--- src/logic/matmul_pkg.sv ---
package matmul_pkg;

  ////////////////////////////////////////////////////////////////////////////
  // sizes and widths
  ////////////////////////////////////////////////////////////////////////////

  localparam int MAT_SIZE   = 4;
  localparam int DATA_WIDTH = 8;
  localparam int ADDR_WIDTH = 10;
  localparam int ROW_WIDTH  = MAT_SIZE * DATA_WIDTH;
  localparam int CNT_WIDTH  = 7;

  ////////////////////////////////////////////////////////////////////////////
  // latencies and run cycles
  ////////////////////////////////////////////////////////////////////////////

  localparam int MEM_LATENCY = 1;
  localparam int MAC_STAGES  = 3;

  // last word, first data cycle, worst lane skew, grid path to cell (3,3), mac pipe
  localparam int LATCH_CYCLE = (MAT_SIZE - 1) + 1 + MEM_LATENCY + 2 * (MAT_SIZE - 1)
                               + MAC_STAGES;
  localparam int DONE_CYCLE  = LATCH_CYCLE + MAT_SIZE + 1;

endpackage

--- src/logic/processing_element.sv ---
`timescale 1ns/10ps

module processing_element (
  input  logic                              clk,
  input  logic                              reset,
  input  logic [matmul_pkg::DATA_WIDTH-1:0] i_a,
  input  logic [matmul_pkg::DATA_WIDTH-1:0] i_b,
  output logic [matmul_pkg::DATA_WIDTH-1:0] o_a,
  output logic [matmul_pkg::DATA_WIDTH-1:0] o_b,
  output logic [matmul_pkg::DATA_WIDTH-1:0] o_sum
);

  import matmul_pkg::*;

  logic [2*DATA_WIDTH-1:0] product_q;
  logic [DATA_WIDTH:0]     product_top;
  logic [DATA_WIDTH-1:0]   product_sat;

  // stage 1, operand register doubles as the forward path to the neighbours
  always_ff @(posedge clk) begin
    if (reset) begin
      o_a <= '0;
      o_b <= '0;
    end else begin
      o_a <= i_a;
      o_b <= i_b;
    end
  end

  // stage 2, full signed product
  always_ff @(posedge clk) begin
    if (reset) begin
      product_q <= '0;
    end else begin
      product_q <= $signed(o_a) * $signed(o_b);
    end
  end

  // clamp to the signed byte range when the upper bits are not a sign extension
  assign product_top = product_q[2*DATA_WIDTH-1:DATA_WIDTH-1];

  always_comb begin
    if (product_top == '0 || product_top == '1) begin
      product_sat = product_q[DATA_WIDTH-1:0];
    end else begin
      product_sat = {product_q[2*DATA_WIDTH-1], {(DATA_WIDTH-1){~product_q[2*DATA_WIDTH-1]}}};
    end
  end

  // stage 3, running sum wraps at 8 bits
  always_ff @(posedge clk) begin
    if (reset) begin
      o_sum <= '0;
    end else begin
      o_sum <= o_sum + product_sat;
    end
  end

endmodule

--- src/logic/pe_array.sv ---
`timescale 1ns/10ps

module pe_array (
  input  logic clk,
  input  logic reset,
  input  logic [matmul_pkg::MAT_SIZE-1:0][matmul_pkg::DATA_WIDTH-1:0] i_a_lanes,
  input  logic [matmul_pkg::MAT_SIZE-1:0][matmul_pkg::DATA_WIDTH-1:0] i_b_lanes,
  output logic [matmul_pkg::MAT_SIZE-1:0][matmul_pkg::MAT_SIZE-1:0]
               [matmul_pkg::DATA_WIDTH-1:0] o_sums
);

  import matmul_pkg::*;

  // forwarded operands of cell (i,j), indexed [row][col]
  logic [MAT_SIZE-1:0][MAT_SIZE-1:0][DATA_WIDTH-1:0] a_fwd;
  logic [MAT_SIZE-1:0][MAT_SIZE-1:0][DATA_WIDTH-1:0] b_fwd;

  for (genvar i = 0; i < MAT_SIZE; i++) begin : g_row
    for (genvar j = 0; j < MAT_SIZE; j++) begin : g_col
      logic [DATA_WIDTH-1:0] a_in;
      logic [DATA_WIDTH-1:0] b_in;

      // a enters on the left edge and moves right
      if (j == 0) begin : g_a_edge
        assign a_in = i_a_lanes[i];
      end else begin : g_a_link
        assign a_in = a_fwd[i][j-1];
      end

      // b enters on the top edge and moves down
      if (i == 0) begin : g_b_edge
        assign b_in = i_b_lanes[j];
      end else begin : g_b_link
        assign b_in = b_fwd[i-1][j];
      end

      processing_element pe_inst (
        .clk   (clk),
        .reset (reset),
        .i_a   (a_in),
        .i_b   (b_in),
        .o_a   (a_fwd[i][j]),
        .o_b   (b_fwd[i][j]),
        .o_sum (o_sums[i][j])
      );
    end
  end

endmodule

--- src/logic/operand_fetch.sv ---
`timescale 1ns/10ps

module operand_fetch (
  input  logic                                                   clk,
  input  logic                                                   reset,
  input  logic                                                   i_start,
  input  logic [matmul_pkg::CNT_WIDTH-1:0]                       i_count,
  input  logic [matmul_pkg::ADDR_WIDTH-1:0]                      i_base,
  input  logic [matmul_pkg::ROW_WIDTH-1:0]                       i_data,
  output logic [matmul_pkg::ADDR_WIDTH-1:0]                      o_addr,
  output logic [matmul_pkg::MAT_SIZE-1:0][matmul_pkg::DATA_WIDTH-1:0] o_lanes
);

  import matmul_pkg::*;

  logic                                data_valid;
  logic [MAT_SIZE-1:0][DATA_WIDTH-1:0] masked;

  ////////////////////////////////////////////////////////////////////////////
  // read address
  ////////////////////////////////////////////////////////////////////////////

  // parks one step below base, walks base+0..12 during counts 0 to 3
  always_ff @(posedge clk) begin
    if (reset || !i_start) begin
      o_addr <= i_base - ADDR_WIDTH'(MAT_SIZE);
    end else if (i_count < CNT_WIDTH'(MAT_SIZE)) begin
      o_addr <= o_addr + ADDR_WIDTH'(MAT_SIZE);
    end else begin
      o_addr <= i_base - ADDR_WIDTH'(MAT_SIZE);
    end
  end

  // word k is on the address bus in count k+1 and returns MEM_LATENCY later
  assign data_valid = (i_count > CNT_WIDTH'(MEM_LATENCY)) &&
                      (i_count <= CNT_WIDTH'(MEM_LATENCY + MAT_SIZE));

  assign masked = data_valid ? i_data : '0;

  ////////////////////////////////////////////////////////////////////////////
  // lane skew, lane i trails lane 0 by i cycles
  ////////////////////////////////////////////////////////////////////////////

  for (genvar i = 0; i < MAT_SIZE; i++) begin : g_lane
    if (i == 0) begin : g_direct
      assign o_lanes[i] = masked[i];
    end else begin : g_skew
      logic [DATA_WIDTH-1:0] taps [i];

      always_ff @(posedge clk) begin
        if (reset || !i_start) begin
          for (int d = 0; d < i; d++) begin
            taps[d] <= '0;
          end
        end else begin
          taps[0] <= masked[i];
          for (int d = 1; d < i; d++) begin
            taps[d] <= taps[d-1];
          end
        end
      end

      assign o_lanes[i] = taps[i-1];
    end
  end

endmodule

--- src/logic/matmul_control.sv ---
`timescale 1ns/10ps

module matmul_control (
  input  logic                             clk,
  input  logic                             reset,
  input  logic                             i_start,
  output logic [matmul_pkg::CNT_WIDTH-1:0] o_count,
  output logic                             o_latch,
  output logic                             o_done
);

  import matmul_pkg::*;

  // run cycle counter, restarts whenever start drops
  // holds at the top so a long start never replays the run
  always_ff @(posedge clk) begin
    if (reset || !i_start) begin
      o_count <= '0;
    end else if (o_count != '1) begin
      o_count <= o_count + 1'b1;
    end
  end

  // grid results are final in exactly this cycle
  assign o_latch = (o_count == CNT_WIDTH'(LATCH_CYCLE));

  // single done pulse, after the last result column has left
  always_ff @(posedge clk) begin
    if (reset || !i_start) begin
      o_done <= 1'b0;
    end else begin
      o_done <= (o_count == CNT_WIDTH'(DONE_CYCLE));
    end
  end

endmodule

--- src/logic/result_drain.sv ---
`timescale 1ns/10ps

module result_drain (
  input  logic                              clk,
  input  logic                              reset,
  input  logic                              i_start,
  input  logic                              i_latch,
  input  logic [matmul_pkg::MAT_SIZE-1:0][matmul_pkg::MAT_SIZE-1:0]
               [matmul_pkg::DATA_WIDTH-1:0] i_sums,
  input  logic [matmul_pkg::ADDR_WIDTH-1:0] i_base_c,
  output logic [matmul_pkg::ADDR_WIDTH-1:0] o_c_addr,
  output logic [matmul_pkg::ROW_WIDTH-1:0]  o_c_data,
  output logic                              o_c_valid
);

  import matmul_pkg::*;

  // snapshot held transposed, [col][row], so column 0 is the low word
  logic [MAT_SIZE-1:0][MAT_SIZE-1:0][DATA_WIDTH-1:0] cols_q;
  // one bit per column still to be sent
  logic [MAT_SIZE-1:0]                               live;

  always_ff @(posedge clk) begin
    if (i_latch) begin
      for (int j = 0; j < MAT_SIZE; j++) begin
        for (int i = 0; i < MAT_SIZE; i++) begin
          cols_q[j][i] <= i_sums[i][j];
        end
      end
    end else if (live[0]) begin
      cols_q <= cols_q >> ROW_WIDTH;
    end
  end

  always_ff @(posedge clk) begin
    if (reset || !i_start) begin
      live <= '0;
    end else if (i_latch) begin
      live <= '1;
    end else begin
      live <= live >> 1;
    end
  end

  // address follows the column, back to base minus one step once drained
  always_ff @(posedge clk) begin
    if (reset || !i_start) begin
      o_c_addr <= i_base_c - ADDR_WIDTH'(MAT_SIZE);
    end else if (i_latch) begin
      o_c_addr <= i_base_c;
    end else if (live[1]) begin
      o_c_addr <= o_c_addr + ADDR_WIDTH'(MAT_SIZE);
    end else begin
      o_c_addr <= i_base_c - ADDR_WIDTH'(MAT_SIZE);
    end
  end

  assign o_c_data  = cols_q[0];
  assign o_c_valid = live[0];

endmodule

--- src/logic/matmul_top.sv ---
`timescale 1ns/10ps

module matmul_top (
  input  logic                              clk,
  input  logic                              reset,
  input  logic                              i_start,
  input  logic [matmul_pkg::ADDR_WIDTH-1:0] i_addr_a,
  input  logic [matmul_pkg::ADDR_WIDTH-1:0] i_addr_b,
  input  logic [matmul_pkg::ADDR_WIDTH-1:0] i_addr_c,
  input  logic [matmul_pkg::ROW_WIDTH-1:0]  i_a_data,
  input  logic [matmul_pkg::ROW_WIDTH-1:0]  i_b_data,
  output logic [matmul_pkg::ADDR_WIDTH-1:0] o_a_addr,
  output logic [matmul_pkg::ADDR_WIDTH-1:0] o_b_addr,
  output logic [matmul_pkg::ADDR_WIDTH-1:0] o_c_addr,
  output logic [matmul_pkg::ROW_WIDTH-1:0]  o_c_data,
  output logic                              o_c_valid,
  output logic                              o_done
);

  import matmul_pkg::*;

  logic [CNT_WIDTH-1:0]                              count;
  logic                                              latch;
  logic                                              grid_clear;
  logic [MAT_SIZE-1:0][DATA_WIDTH-1:0]               a_lanes;
  logic [MAT_SIZE-1:0][DATA_WIDTH-1:0]               b_lanes;
  logic [MAT_SIZE-1:0][MAT_SIZE-1:0][DATA_WIDTH-1:0] sums;

  // grid sums restart with every run
  assign grid_clear = reset || !i_start;

  matmul_control u_control (
    .clk     (clk),
    .reset   (reset),
    .i_start (i_start),
    .o_count (count),
    .o_latch (latch),
    .o_done  (o_done)
  );

  operand_fetch u_fetch_a (
    .clk     (clk),
    .reset   (reset),
    .i_start (i_start),
    .i_count (count),
    .i_base  (i_addr_a),
    .i_data  (i_a_data),
    .o_addr  (o_a_addr),
    .o_lanes (a_lanes)
  );

  operand_fetch u_fetch_b (
    .clk     (clk),
    .reset   (reset),
    .i_start (i_start),
    .i_count (count),
    .i_base  (i_addr_b),
    .i_data  (i_b_data),
    .o_addr  (o_b_addr),
    .o_lanes (b_lanes)
  );

  pe_array u_array (
    .clk       (clk),
    .reset     (grid_clear),
    .i_a_lanes (a_lanes),
    .i_b_lanes (b_lanes),
    .o_sums    (sums)
  );

  result_drain u_drain (
    .clk       (clk),
    .reset     (reset),
    .i_start   (i_start),
    .i_latch   (latch),
    .i_sums    (sums),
    .i_base_c  (i_addr_c),
    .o_c_addr  (o_c_addr),
    .o_c_data  (o_c_data),
    .o_c_valid (o_c_valid)
  );

endmodule

--- config.mk ---
export PLATFORM = sky130hd
export DESIGN_NAME = matmul_top
export DESIGN_NICKNAME = d
export VERILOG_FILES = /design/src/logic/matmul_pkg.sv /design/src/logic/processing_element.sv /design/src/logic/pe_array.sv /design/src/logic/operand_fetch.sv /design/src/logic/matmul_control.sv /design/src/logic/result_drain.sv /design/src/logic/matmul_top.sv
export SDC_FILE = /design/constraint.sdc
export NUM_CORES = 2
export LEC_CHECK = 0
export ABC_AREA = 1
export BUFFER_PORTS_ARGS = -buffer_cell sky130_fd_sc_hd__buf_2
export CAP_MARGIN = 20
export CORE_MARGIN = 5
export CORE_UTILIZATION = 55
export CTS_BUF_LIST = sky130_fd_sc_hd__clkbuf_8
export DETAILED_ROUTE_END_ITERATION = 7
export GPL_ROUTABILITY_DRIVEN = 0
export PLACE_DENSITY = 0.71
export SLEW_MARGIN = 10
export SYNTH_ARGS = -nofsm -noshare
export SYNTH_HDL_FRONTEND = slang
export SYNTH_SLANG_ARGS = --single-unit
--- constraint.sdc ---
create_clock -name clk -period 11.2 [get_ports clk]
set_clock_uncertainty 0.2 [all_clocks]
set_input_delay 0.56 -clock clk [delete_from_list [all_inputs] [get_ports clk]]
set_output_delay 0.56 -clock clk [all_outputs]
set_load 0.02 [all_outputs]
==> reports/qor_table.md <==
| Group | Result | This run |
| --- | --- | --- |
| timing | Achievable frequency | 219 MHz |
| final layout | Util after Layout | 59.7% |
| logic synthesis | Cell variety after synth | 45 |
| timing | Unrepaired setup endpoints after global routing | no |
| logic synthesis | Avg Cell Area, Syn | 7.54 sq um |
| worst setup path | Required time at the endpoint of the critical path | 11.78 ns |
| routing | DRC violation count after routing | 0 |
| floorplanning | Starting utilization of the core area | 55.2% |
| floorplanning | Std-Cell Rows | 137 |
| worst setup path | Critical path endpoint category | register |
| timing | Worst Tran Pin Value | 1.04 ns |
| clock tree | Number of gates resized after cts | 0 |
| final layout | Number of nets in the layout | 11900 |
| logic synthesis | Number of synthesized register bits | 906 |
| floorplanning | Boundary pin count | 161 |
| clock tree | Count of hold-fix buffers inserted at cts | 112 |
| hold path | Type of the worst min-delay path | input pin to register |
| timing | Normalized max-slew margin | 30.5% |
| grt | Met1 track utilization from global routing | 28.5% |
| timing | Final hold violations | 0 |
| final layout | Post-route non-filler standard cell count | 12300 |
| timing | Final setup vio count | 0 |
| clock tree | Root buffer cell | sky130_fd_sc_hd__clkbuf_8 |
| logic synthesis | Netlist area before placement | 76900 sq um |
| worst setup path | Element type at the critical path start | register |
| logic synthesis | Post-Syn Nets | 11800 |
| floorplanning | Die height | 384 microns |
| power | Cell leakage power | 47.3 nW |
| logic synthesis | Share of synthesized area occupied by flip-flops and latches | 25.3% |
| run | Max Cap Viol | 0 |
| clock tree | Sink Count | 906 |
| clock tree | Buffer count from post-CTS setup fixing | 0 |
| grt | First-pass GRT wire length | 284000 microns |
| final layout | Share of final-layout standard cells stronger than drive strength 1 | 4.20% |
| routing | Vias/cell | 4.83 |
| timing | Shortest clock period the worst path allows after layout | 4.56 ns |
| grt | Vias in the first global route | 61700 |
| clock tree | Deepest level of the CTS H-tree | 4 |
| grt | GRT Total Usage | 23.0% |
| final layout | Final instance area | 83100 sq um |
| power | Pwr per Cell Area | 82.3 nW/um^2 |
| placed design | Count of placed standard cells including taps | 11900 |
| floorplanning | DIE AREA | 147000 sq um |
| routing | Vias | 59300 |
| floorplanning | Core Box Area | 139000 sq um |
| power | Sum of internal, switching and leakage power | 0.00684 W |
| grt | Initial antenna violation count | 4 |
| timing | Tcrit/Tclk final | 40.7% |
| timing | Aggregate negative setup slack | 0 ns |
| clock tree | TritonCTS Buffers | 157 |
| grt | GR Util met3 | 3.11% |
| routing | Detail Route Antenna Nets | 0 |
| routing | Average routed wire per standard cell | 13.3 microns |
| final layout | Fill cell instance count of the final layout | 12500 |
| grt | Most congested layer reported by global routing | met2 |
| placed design | HPWL after DPL | 127000 microns |
| clock tree | CTS tree | yes |
| final layout | Area used by multi-input combinational logic | 44900 sq um |
| run status | Run status | finished clean |
| grt | Total congestion overflow after global routing | 0 |
| logic synthesis | Synth warnings | 0 |
| final layout | Area added between synthesis and finish | 8.09% |
| placed design | Post-detailed-placement cell area | 78600 sq um |
| routing | Starting DRT DRC Count | 3021 |
| clock tree | Later-pin clock latency in the skew report | 0.87 ns |
| floorplanning | Die boundary width | 384 microns |
| power | Largest voltage drop on the vdd net | 109 uV |
| worst setup path | CP max FO | 9 |
| logic synthesis | Count of mapped cells out of synthesis | 10200 |
| grt | Pin count of the biggest net entering global routing | 184 |
| clock tree | Longest Clk Path Bufs | 3 |
| worst setup path | Signal arrival time at the worst endpoint | 5.15 ns |
| routing | First-pass iteration count of the detailed router | 7 |
| routing | Detailed Route WL | 163000 microns |
| placed design | # port buffers | 160 |
| timing | Max-slew violation count | 0 |
| grt | Global routing usage on met2 | 41.4% |
| clock tree | Clock transition at the register clock pins on the worst setup and hold paths after CTS | 0.06 ns |
| final layout | Register area | 19500 sq um |
| worst setup path | Type of the worst setup path | register to register |
==> per-stage QoR <==
| step | setup slack, ns | hold slack, ns |
|---|---|---|
| after floorplan | 6.99 | 0.194 |
| after global placement | 6.74 | 0.197 |
| after detailed placement | 6.68 | 0.197 |
| after CTS | 6.66 | 0.0857 |
| after global routing | 6.34 | 0.149 |
| final | 6.64 | 0.188 |
==> worst paths after layout <==
kind	depth (start not counted)	slack, ns	start	endpoint
setup / recovery	17	6.64	u_array.g_row[0].g_col[0].pe_inst.o_b[2]$_SDFF_PP0_	u_array.g_row[0].g_col[0].pe_inst.product_q[15]$_SDFF_PP0_
hold / removal	5	0.19	reset	u_array.g_row[3].g_col[2].pe_inst.product_q[14]$_SDFF_PP0_
setup reg to reg	17	6.64	u_array.g_row[0].g_col[0].pe_inst.o_b[2]$_SDFF_PP0_	u_array.g_row[0].g_col[0].pe_inst.product_q[15]$_SDFF_PP0_
hold reg to reg	2	0.20	u_fetch_b.g_lane[3].g_skew.taps[0][3]$_SDFF_PP0_	u_fetch_b.g_lane[3].g_skew.taps[1][3]$_SDFF_PP0_
==> layout make-up <==
class	instances	share of cell area, %
multi-input combinational	6010	54.0
sequential	906	23.4
inverter	2914	13.2
clock buffer	189	3.13
tap	1876	2.82
timing repair buffer	284	2.45
clock inverter	101	1.01
antenna	3	0.00903
==> metal layers <==
| layer | routed length [microns] | part of all wire, % |
|---|---|---|
| met3 | 6470 | 4.0 |
| met2 | 80500 | 49 |
| met1 | 71300 | 44 |
| met4 | 4630 | 2.8 |
| met5 | 0 | 0 |
==> power breakdown <==
group          internal (W)  total [W]  leakage [nW]  switching, W
sequential          0.00331    0.00333          7.45     0.0000205
clock               0.00184    0.00329          1.91       0.00144
combinational     0.0000861   0.000221          37.9      0.000135
total               0.00524    0.00684          47.3       0.00160
==> flip-flops by register name, summed over array words and instances (netlist names) <==
name / count
u_array.g_row.g_col.pe_inst.o_a: 128
u_array.g_row.g_col.pe_inst.o_b: 128
u_array.g_row.g_col.pe_inst.o_sum: 128
u_array.g_row.g_col.pe_inst.product_q: 256
u_control.o_count: 7
u_control.o_done: 1
u_drain.cols_q: 96
u_drain.live: 4
u_drain.o_c_addr: 10
u_drain.o_c_data: 32
u_fetch_a.g_lane.g_skew.taps: 48
u_fetch_a.o_addr: 10
u_fetch_b.g_lane.g_skew.taps: 48
u_fetch_b.o_addr: 10
==> placed cells by master (no fill, tap or decap), types with 3 or more instances in the layout <==
master / instances
sky130_fd_sc_hd__nand4_1: 78
sky130_fd_sc_hd__buf_2: 160
sky130_fd_sc_hd__xor2_1: 47
sky130_fd_sc_hd__clkinvlp_4: 10
sky130_fd_sc_hd__nor2_4: 3
sky130_fd_sc_hd__a22oi_1: 3
sky130_fd_sc_hd__bufinv_16: 13
sky130_fd_sc_hd__clkinv_1: 5
sky130_fd_sc_hd__o21bai_1: 5
sky130_fd_sc_hd__a21oi_1: 378
sky130_fd_sc_hd__nor2_1: 1005
sky130_fd_sc_hd__or2_2: 5
sky130_fd_sc_hd__a21boi_0: 11
sky130_fd_sc_hd__diode_2: 3
sky130_fd_sc_hd__nor4_1: 19
sky130_fd_sc_hd__clkbuf_8: 189
sky130_fd_sc_hd__xnor2_1: 60
sky130_fd_sc_hd__inv_1: 2954
sky130_fd_sc_hd__a31oi_1: 27
sky130_fd_sc_hd__ha_1: 585
sky130_fd_sc_hd__inv_8: 5
sky130_fd_sc_hd__nor3_1: 36
sky130_fd_sc_hd__buf_4: 10
sky130_fd_sc_hd__o21a_1: 17
sky130_fd_sc_hd__dfxtp_1: 772
sky130_fd_sc_hd__nor3b_1: 21
sky130_fd_sc_hd__edfxtp_1: 134
sky130_fd_sc_hd__fa_1: 896
sky130_fd_sc_hd__dlygate4sd3_1: 112
sky130_fd_sc_hd__o21ai_0: 235
sky130_fd_sc_hd__a31o_2: 4
sky130_fd_sc_hd__clkinv_2: 22
sky130_fd_sc_hd__inv_6: 3
sky130_fd_sc_hd__nand2_1: 2226
sky130_fd_sc_hd__nand3b_1: 6
sky130_fd_sc_hd__o211ai_1: 15
sky130_fd_sc_hd__a21o_1: 52
sky130_fd_sc_hd__nand3_1: 259
==> cell usage after synthesis (all sizes together) <==
| cell | instances | area share, % |
|---|---|---|
| clkbuf | 265 | 1.3 |
| edfxtp | 134 | 5.2 |
| a21oi | 378 | 2.5 |
| and2 | 1 | 0.0081 |
| o21bai | 5 | 0.049 |
| o31ai | 1 | 0.0098 |
| o22ai | 2 | 0.016 |
| o221ai | 1 | 0.011 |
| a22oi | 3 | 0.029 |
| nand4 | 78 | 0.63 |
| o21ai | 237 | 1.5 |
| ha | 585 | 9.5 |
| a21o | 52 | 0.51 |
| a21boi | 12 | 0.12 |
| a31oi | 27 | 0.22 |
| nor4 | 19 | 0.15 |
| xor2 | 47 | 0.54 |
| xnor2 | 60 | 0.68 |
| buf | 105 | 0.81 |
| nand2 | 2229 | 11 |
| nor3 | 37 | 0.25 |
| o21a | 17 | 0.17 |
| fa | 896 | 23 |
| dfxtp | 772 | 20 |
| inv | 2914 | 14 |
| nor2 | 1009 | 5.0 |
| o211ai | 16 | 0.17 |
| or2 | 6 | 0.049 |
| or3 | 2 | 0.016 |
| nor3b | 21 | 0.21 |
| a31o | 4 | 0.046 |
| nand3 | 259 | 1.7 |
| nand3b | 6 | 0.059 |
==> cell families (layout without fill, tap and decap cells) <==
| kind of cell | after synthesis | after routing | synth area share [%] |
|---|---|---|---|
| AO/OA/AOI/OAI | 755 | 755 | 5.35 |
| XOR/XNOR | 107 | 107 | 1.22 |
| adder cells (fa/ha/maj) | 1481 | 1481 | 32.8 |
| buffers and inverters | 3284 | 3488 | 16.3 |
| flip-flops | 906 | 906 | 25.3 |
| other | 0 | 3 | 0 |
| AND/OR/NAND/NOR | 3667 | 3667 | 18.9 |
==> critical path, cell delays in order, from the launching register on <==
cell and delay (ns):
sky130_fd_sc_hd__dfxtp_1 0.56, sky130_fd_sc_hd__nand2_1 0.20, sky130_fd_sc_hd__fa_1 0.76, sky130_fd_sc_hd__inv_1 0.13
sky130_fd_sc_hd__fa_1 0.52, sky130_fd_sc_hd__inv_1 0.05, sky130_fd_sc_hd__fa_1 0.49, sky130_fd_sc_hd__inv_1 0.05
sky130_fd_sc_hd__fa_1 0.45, sky130_fd_sc_hd__ha_1 0.34, sky130_fd_sc_hd__nand2_1 0.08, sky130_fd_sc_hd__nor2_1 0.13
sky130_fd_sc_hd__nand2_1 0.07, sky130_fd_sc_hd__a21oi_1 0.12, sky130_fd_sc_hd__nor2_1 0.08, sky130_fd_sc_hd__nand3_1 0.08
sky130_fd_sc_hd__nand2_1 0.06, sky130_fd_sc_hd__nor2_1 0.11
(Power assumes the default switching activity.)
